`config.mk`:
```
export PLATFORM = sky130hd
export DESIGN_NAME = csa_loop_ctrl
export DESIGN_NICKNAME = d
export VERILOG_FILES = /design/src/hdl/csa_calc_pkg.sv /design/src/hdl/csa_loop_ctrl.sv
export SDC_FILE = /design/constraint.sdc
export NUM_CORES = 1
export LEC_CHECK = 0
export ABC_AREA = 1
export BUFFER_PORTS_ARGS = -buffer_cell sky130_fd_sc_hd__buf_2
export CORE_AREA = 2 2 316 318
export DETAILED_ROUTE_END_ITERATION = 7
export DIE_AREA = 0 0 318 320
export HOLD_SLACK_MARGIN = 0.03
export PLACE_DENSITY_LB_ADDON = 0.12
export SYNTH_ARGS = -nofsm -noshare
export SYNTH_HDL_FRONTEND = slang
export SYNTH_SLANG_ARGS = --single-unit
```
`constraint.sdc`:
```
create_clock -name clk -period 2.2 [get_ports clk]
set_input_delay 0.22 -clock clk [delete_from_list [all_inputs] [get_ports clk]]
set_output_delay 0.22 -clock clk [all_outputs]
set_load 0.005 [all_outputs]
```
`src/hdl/csa_calc_pkg.sv`:
```
package csa_calc_pkg;

	// field widths
	localparam int WORD_W   = 32;
	localparam int SEED_W   = 40;
	localparam int CIPHER_W = 64;

	typedef logic [WORD_W-1:0]   word_t;   // block tag and counts
	typedef logic [SEED_W-1:0]   seed_t;   // key-seed word
	typedef logic [CIPHER_W-1:0] cipher_t; // cipher state and result

	// fixed round key
	localparam cipher_t SB_CONST = 64'hE613_DB6D_C11C_4524;

	localparam int ROT_AMOUNT = 13; // left rotate
	localparam int SHR_AMOUNT = 7;  // right shift for the final mix

	// one ring slot
	typedef struct packed {
		logic    valid;
		word_t   block;
		seed_t   seed;
		word_t   times;
		word_t   times_start;
		word_t   passes_left; // passes still to run, including the current one
		cipher_t state;
	} csa_job_t;

	// finished job
	typedef struct packed {
		word_t   block;
		seed_t   seed;
		word_t   times;
		word_t   times_start;
		cipher_t out;
	} csa_result_t;

	// job as it sits at the head of the input FIFO
	typedef struct packed {
		word_t block;
		seed_t seed;
		word_t times;
		word_t times_start;
	} csa_job_in_t;

endpackage
```
`src/hdl/csa_loop_ctrl.sv`:
```
`timescale 1ns/1ps

module csa_loop_ctrl
	import csa_calc_pkg::*;
(
	input  logic        clk,
	input  logic        rst_n,

	input  csa_job_in_t job_i,
	input  logic        job_valid_i,
	output logic        job_ren_o,

	input  csa_job_t    exit_i,
	output csa_job_t    entry_o,

	output csa_result_t result_o,
	output logic        result_valid_o
);

	// who owns stage 0 this cycle
	typedef enum logic [1:0] {
		SRC_EMPTY,
		SRC_LOOP,
		SRC_FIFO
	} slot_src_e;

	slot_src_e   slot_src;
	logic        exit_live;
	logic        recirc;
	logic        retire;
	csa_job_t    new_job;
	csa_job_t    loop_job;
	csa_result_t result_d;

	// difference of zero still runs once
	function automatic word_t pass_count(input word_t times, input word_t times_start);
		word_t diff;
		diff = times - times_start;
		return (diff == '0) ? word_t'(1) : diff;
	endfunction

	// a zero total count drops out after its first pass
	assign exit_live = exit_i.valid && (exit_i.times != '0);

	assign recirc = exit_live && (exit_i.passes_left > word_t'(1));
	assign retire = exit_live && (exit_i.passes_left == word_t'(1));

	// entry arbitration, recirculating job first
	always_comb begin
		if (recirc) begin
			slot_src = SRC_LOOP;
		end else if (job_valid_i) begin
			slot_src = SRC_FIFO;
		end else begin
			slot_src = SRC_EMPTY;
		end
	end

	// pop the FIFO head only when it actually takes the slot
	assign job_ren_o = (slot_src == SRC_FIFO);

	always_comb begin
		new_job             = '0;
		new_job.valid       = 1'b1;
		new_job.block       = job_i.block;
		new_job.seed        = job_i.seed;
		new_job.times       = job_i.times;
		new_job.times_start = job_i.times_start;
		new_job.passes_left = pass_count(job_i.times, job_i.times_start);
		new_job.state       = cipher_t'(job_i.seed); // round input starts from the seed
	end

	always_comb begin
		loop_job             = exit_i;
		loop_job.passes_left = exit_i.passes_left - word_t'(1);
	end

	always_comb begin
		case (slot_src)
			SRC_LOOP: entry_o = loop_job;
			SRC_FIFO: entry_o = new_job;
			default:  entry_o = '0; // bubble
		endcase
	end

	always_comb begin
		result_d.block       = exit_i.block;
		result_d.seed        = exit_i.seed;
		result_d.times       = exit_i.times;
		result_d.times_start = exit_i.times_start;
		result_d.out         = exit_i.state;
	end

	// registered result port, one pulse per finished job
	always_ff @(posedge clk) begin
		if (!rst_n) begin
			result_valid_o <= 1'b0;
			result_o       <= '0;
		end else begin
			result_valid_o <= retire;
			if (retire) begin
				result_o <= result_d;
			end
		end
	end

endmodule

```
Word level (Yosys, flattened, before mapping). Cells that the tools add are included.

Order comparisons: 1. Equality and inequality tests: 3. Div/mod/pow operators: 0. Bitwise operators: 0. Multipliers: 0. Multiplexer cells: 4. Shift-type cells: 0. Reduce and logical (&&, ||, !) cells: 5. Add/subtract/negate cells: 2.

Operators by type and width (count): $pmux 233 s2 (1); $eq 32x1->1 const B (1); $gt 32x1->1 const B (1); $logic_not 32->1 (1); $mux 32 (1); $reduce_bool 32->1 (1); $sub 32x1->32 const B (1); $sub 32x32->32 (1); $mux 2 (2); $logic_and 1x1->1 (3); $eq 2x1->1 const B (1); $eq 2x2->1 const B (1).

Memories kept: 0. RAM bits: 0. Register bits: 201. Bits in latches: 0. Bits in read-only memories: 0. Output and inout bits: 435.

Longest topological paths before layout. Gate-level depths: netlist of run 1.

Depth after elaboration: 6. Gate-level depth with buffers: 20. Mapped depth without buffers: 20.

Worst setup path after synthesis of run 1. No wires, ideal clock.

Path type: input to output. Start point: input port job_i[32] (netlist name). End point: output port entry_o[64] (netlist name). Stages on the path: 18. Setup slack: 0.048 ns. Arrival: 1.932 ns. Required time: 1.980 ns. Path through: inv_1 -> ha_1 -> fa_1 -> inv_1 -> nand3_1 -> nand3_1 -> nand2_1 -> nand2_1 -> nand3_1 -> nand3_1 -> nand2_1 -> nor2_1 -> nand3_1 -> nor2_1 -> nand3_1 -> nand2_1 -> nand2_1 -> nand2_1.

RTL lines: start: declaration (line csa_loop_ctrl.sv:9) `input csa_job_in_t job_i,`; end: declaration (line csa_loop_ctrl.sv:14) `output csa_job_t entry_o,`.

==> flow_summary.yaml, run 1 <==
sta:
  finalWorstSetupSlack_ns: -0.459
  min_period_ns: 2.66
  slew-limit-headroom_pct: 65.7
  rsz0062_at_grt: "yes"
  fin_skew_ns: 0
  holdWs_ns: 0.0495
  fin_setup_tns_ns: -57.43
  finalCritPeriodShare_pct: 121
  hold_viol: 0
  setup_violations: 234
  fmax_mhz: 376
  final_max_slew_viol_count: 0
  tightest_slew_ns: 0.514
detailed_routing:
  viasPerCell: 3.94
  wire_per_inst_um: 20.6
  first_pass_iters: 5
  routed_wl_mm: 101
  antenna_left: 0
  drc_errors: 0
  num_vias: 19367
  drt_iter0_markers: 788
power:
  intPower_uw: 8940
  p_sw_share_pct: 33.1
  netSwitchingPower_uw: 4410
  leakage_uw: 0.0149
  combPwrFrac_pct: 36.9
  ir_drop_mv: 0.488
  power_density_nw_per_um2: 446
  pwr-share-clk_pct: 35.8
  seqPwrFrac_pct: 27.3
die:
  initial_core_util_pct: 13.8
  io-pin-count: 807
  num_rows: 115
  die_h_um: 320
  die_w_um: 318
  coreArea_um2: 98000
  die-area_um2: 102000
placed_design:
  io_buffers: 806
  routabilityCongestion: 0.886
  hpwl_mm: 77.2
  placed_area_um2: 21500
  dp.cells: 4567
synth:
  syn_area_um2: 13500
  synth_top_area_share_pct: 29.8
  synth.avg_cell_area_um2: 6.03
  ys_seq_area_share_pct: 29.8
  syn-num-nets: 2645
  yosysMostFrequentCell: "nand2_1"
  yosys_warnings: 0
  async_flop_share_pct: 0
  synth_top_cell_by_area: "dfxtp_1"
  ys_types: 41
  ys_top_cells_by_area: "dfxtp_1, nand2_1, inv_1, a211oi_1, nor2_1"
  synth_edf_count: 0
  synth_commonest_cells: "nand2_1, inv_1, nor2_1, dfxtp_1, a211oi_1"
  syn-instance-count: 2238
  synth_seq_cells: 201
  synth_ff_type: "dfxtp_1"
clock_tree:
  htreeDepth: 1
  cts_buffers: 29
  cts_tree: "done"
  clock_path_buffers: 3
  cts_root_buf: "clkbuf_16"
  clkLatencyLatePin_ns: 0.57
  clk_pin_slew_ns: 0.06
  clock-sinks: 201
cells_and_area:
  final_nets: 4009
  stdcell_area_um2: 29900
  synthToLayoutAreaGrowth_pct: 122
  final_cells: 4912
  layout-drive-gt1-share_pct: 52.2
worst_setup_path:
  cp-start-kind: "input pin"
  critical_path_class: "in -> out"
  worst-r2r-setup-slack_ns: 1.41
  path_max_fanout: 3
  required_ns: 1.98
  worstSetupEndpointType: "primary output"
  rr_worst_depth: 2
  critPathArrivalTime_ns: 2.44
outcome:
  failed_checks: "negative setup slack"
  outcome: "finished with violations"
global_routing:
  antenna_found_initial: 12
  grt_start_max_net_pins: 52
  grt-ovfl-total: 0
  grt_usage_pct: 19.0
  grt_pass1_wl_mm: 141
  grt_pass1_vias: 19580
min_path:
  whs_path_depth: 3
  hp-class: "in -> reg"
job:
  cap_violations: 0
## cells in the final DEF, fill, tap and decap left out, types with 24 or more instances in the layout
cell type	n
dfxtp_1	201
nor2_2	24
a21oi_1	28
nand2_4	95
dlygate4sd3_1	170
nand2_2	179
o21ai_1	25
clkbuf_16	30
buf_12	61
nor2_4	24
nor2_1	267
buf_4	315
buf_6	88
a211oi_1	178
buf_16	40
nand3_1	27
buf_2	750
inv_1	418
inv_2	28
nand2_1	326
o21ai_2	94
## critical path: stages
cell and delay (ns):
buf_6 0.08, clkinvlp_4 0.16, ha_4 0.21, fa_2 0.36, inv_2 0.08, nand3_2 0.07
nand3_2 0.10, nand2_2 0.07, nand2_4 0.09, xnor2_2 0.12, nand2_1 0.08, nor2_2 0.13
nand3_1 0.09, nor2_2 0.15, nand3_1 0.10, nand2_1 0.08, nand2_1 0.06, nand2_1 0.06
buf_2 0.12
## sequential cells by signal (all words and copies together), names as in the netlist
register / count
result_o: 200
result_valid_o: 1
## cells by family (layout without fill, tap and decap cells)
logic type               Yosys count  count (layout)  share of synthesized area, %
AO/OA/AOI/OAI                    391             391                          18.1
XOR/XNOR                          28              28                          1.82
AND/OR/NAND/NOR                 1018            1018                          30.2
adder cells (fa/ha/maj)           35              35                          3.30
buffers and inverters            565            1946                          16.8
other                              0               6                             0
flip-flops                       201             201                          29.8
## power by group through the flow
stage	clock network, µW	registers [µW]	logic, µW
after global placement	0	3720	3200
after global routing	5120	3640	5270
after detailed placement	0	3720	3170
after CTS	4980	3640	4620
final	4780	3640	4930
after floorplan	0	3720	1120
## routing by layer
metal / GRT usage, % / part of all wire, % / vias to the layer above
met5: 0 / 0.013 / -
met3: 3.68 / 5.5 / 108
met1: 24.7 / 45 / 8971
li1: - / - / 9757
met4: 3.63 / 2.3 / 2
met2: 32.8 / 48 / 529
## worst paths after layout
path / start / endpoint
hold reg to reg: result_o[159] / result_o[159]
setup / recovery: job_i[32] / entry_o[64]
hold / removal: exit_i[161] / result_o[129]
setup reg to reg: result_o[173] / result_o[173]
## per-stage QoR
step	util, %	total power [µW]	setup slack (ns)
floorplan	-	4840	0.0476
global placement	21.9	6920	-0.653
detailed placement	21.9	6890	-0.693
CTS	29.1	13200	-0.519
global route	30.5	14000	-0.635
finish	30.5	13400	-0.459
## repair_timing
item / in CTS / in global routing
hold endpoints to repair: 170 / 0
gates resized for setup: 738 / 347
cloned: 50 / 1
hold buffers: 170 / 0
endpoints found under the setup margin: 234 / 234
buffers inserted: 65 / 35
pin swaps: 85 / 98
## area by class of cell
cell class	instances	area [µm²]
Multi-Input combinational cell	1472	10000
Tap cell	1287	1610
Fill cell	10852	68100
Sequential cell	201	4020
Inverter	453	1760
Clock buffer	39	813
Timing Repair inverter	4	100
Timing Repair Buffer	1441	11400
Clock inverter	9	130
Antenna cell	6	15.0
No activity file was read; power rests on OpenSTA's default activity.
==> inputs of run 2 (changes only) <==
--- a/config.mk
+++ b/config.mk
@@ -7,9 +7,9 @@
 export LEC_CHECK = 0
 export ABC_AREA = 1
 export BUFFER_PORTS_ARGS = -buffer_cell sky130_fd_sc_hd__buf_2
-export CORE_AREA = 2 2 316 318
+export CORE_AREA = 2 2 315 317
 export DETAILED_ROUTE_END_ITERATION = 7
-export DIE_AREA = 0 0 318 320
+export DIE_AREA = 0 0 317 319
 export HOLD_SLACK_MARGIN = 0.03
 export PLACE_DENSITY_LB_ADDON = 0.12
 export SYNTH_ARGS = -nofsm -noshare
==> constraint.sdc (replaced) <==
create_clock -name clk -period 3.18 [get_ports clk]
set_input_delay 0.318 -clock clk [delete_from_list [all_inputs] [get_ports clk]]
set_output_delay 0.318 -clock clk [all_outputs]
set_load 0.005 [all_outputs]
==> run 2 against run 1 <==
Against the previous run: the flow now finishes without violations; register-to-register slack gained 1.0 ns; clock power shrank 35%; sequential cell count is the same; first-iteration DRC count grew 38%; global-route usage shrank 2.2 points; total power shrank 43%; clock skew is the same; design area shrank 27%; worst setup slack gained 0.57 ns; count of clock-buffer cells in the layout grew 5; cell count shrank 8.7%; critical endpoint unchanged; largest cell class is now multi-input combinational cells; largest power group is now the clock network.
==> flow_summary.yaml, run 2 (synthesis gave the netlist of run 1 again) <==
worst_setup_path:
  critPathArrivalTime_ns: 2.75
  path_max_fanout: 4
  cp-start-kind: "input pin"
  required_ns: 2.86
  worstReg2RegStart: "result_o[1]"
  slowest_delay_ns: 0.33
  path_cells: "buf_2, inv_1, ha_1, nand2_1, nand2_1, inv_1, nand2_1, nand2_1, nand2_1, nand3_1, nand2_1, nand2_1, nand2_1, nor2_1, nand3_1, nor2_1, nand3_1, nand2_1, nand2_1, nand2_2, buf_2"
  worstSetupEndpointType: "primary output"
  worstSetupStartpoint: "job_i[2]"
  critPathBufInv: 4
  slowest_stage: "ha_1"
  path_common_cell: "nand2_1"
  critical_path_class: "in -> out"
  critPathTopFamily: "simple AND/OR/NAND/NOR gates"
cells_and_area:
  utilization_pct: 22.3
  top_regs: "result_o x200, result_valid_o x1"
  synthToLayoutAreaGrowth_pct: 61.3
  stdcell_area_um2: 21800
  nFillCells: 11313
  final_nets: 3580
  largest_register: "result_o"
  layout-drive-gt1-share_pct: 30.1
  mostFrequentLayoutCells: "buf_2, nand2_1, inv_1, nor2_1, dfxtp_1"
  largest_reg_flops: 200
  layout_commonest_cell: "buf_2"
outcome:
  outcome: "finished clean"
sta:
  final_max_slew_viol_count: 0
  tightest_slew_ns: 0.569
  finalCritPeriodShare_pct: 96.6
  min_period_ns: 3.07
  setup_violations: 0
  fin_setup_tns_ns: 0
  slew-limit-headroom_pct: 62.1
  rsz0062_at_grt: "yes"
  fin_skew_ns: 0
  fmax_mhz: 326
  hold_viol: 0
global_routing:
  grt_start_max_net_pins: 81
  grt-ovfl-total: 0
  grt_pass1_wl_mm: 123
  grt_usage_pct: 16.8
  antenna_found_initial: 8
  grt_pass1_vias: 17231
clock_tree:
  cts_setup_buffers: 0
  cts_buffers: 28
  clock_path_buffers: 3
  htreeDepth: 1
  cts_tree: "done"
  cts_root_buf: "clkbuf_16"
  clkLatencyLatePin_ns: 0.59
  clk_pin_slew_ns: 0.06
  clock-sinks: 201
die:
  initial_core_util_pct: 13.8
  coreArea_um2: 97700
  io-pin-count: 807
  die_w_um: 317
  die-area_um2: 101000
  die_h_um: 319
  num_rows: 115
job:
  cap_violations: 0
placed_design:
  io_buffers: 806
  hpwl_mm: 74.3
  placed_area_um2: 19300
  routabilityCongestion: 0.864
min_path:
  holdCritStartpoint: "exit_i[125]"
  hp-class: "in -> reg"
power:
  power_density_nw_per_um2: 352
  leakage_uw: 0.0112
  p_total_uw: 7660
  ir_drop_mv: 0.314
detailed_routing:
  num_vias: 17385
  antenna_left: 0
  routed_wl_mm: 88.9
  first_pass_iters: 6
  drt_iter0_markers: 1084
  drc_errors: 0
  viasPerCell: 3.88
  wire_per_inst_um: 19.8
==> run 2: final cells by class <==
cell class / count / area (µm²) / area share, %
diodes: 6 / 15.0 / 0.0690
clock buffers: 44 / 831 / 3.82
clock inverters: 4 / 52.6 / 0.241
inverters: 453 / 1720 / 7.88
multi-input cells: 1472 / 7330 / 33.7
flip-flops and latches: 201 / 4020 / 18.5
well taps: 1287 / 1610 / 7.40
repair buffers: 1017 / 6190 / 28.4
==> run 2: final timing paths <==
| kind | end | slack (ns) | cells after the start |
|---|---|---|---|
| max | entry_o[64] | 0.11 | 21 |
| min | result_o[93] | 0.06 | 3 |
| max reg2reg | result_o[1] | 2.44 | 2 |
| min reg2reg | result_o[164] | 0.44 | 2 |
==> run 2: layer usage <==
layer,vias to the layer above,track usage (%),part of all wire [%]
li1,8847,-,-
met1,7945,22.3,45
met2,484,27.6,46
met3,103,3.64,6.1
met4,6,3.90,2.3
met5,-,0,0.043
==> run 2: worst min-delay path, cell delays in order <==
cell and delay [ns]:
buf_2 0.12, nor2_1 0.10, a211oi_1 0.05
==> run 2: power breakdown <==
part / total [µW] / switching (µW) / internal (µW) / leakage, µW
sequential: 2520 / 0.000000509 / 2520 / 0.00162
clock: 3090 / 1310 / 1780 / 0.000430
combinational: 2050 / 1230 / 815 / 0.00916
==> run 2: repair_timing <==
action	in CTS	in global routing
setup endpoints to repair	0	2
hold buffers	143	0
gates resized for setup	0	24
hold endpoints to repair	143	0
==> run 2: stage by stage <==
| step | hold WS, ns | instances | worst slack (ns) |
|---|---|---|---|
| final | 0.0609 | 4484 | 0.108 |
| after global routing | 0.0360 | 4481 | -0.0388 |
| after CTS | 0.0302 | 4478 | 0.0133 |
| after detailed placement | 0.435 | 4287 | 0.0219 |
| after global placement | 0.433 | 4287 | -0.0942 |
| after floorplan | 0.440 | 2238 | 0.832 |
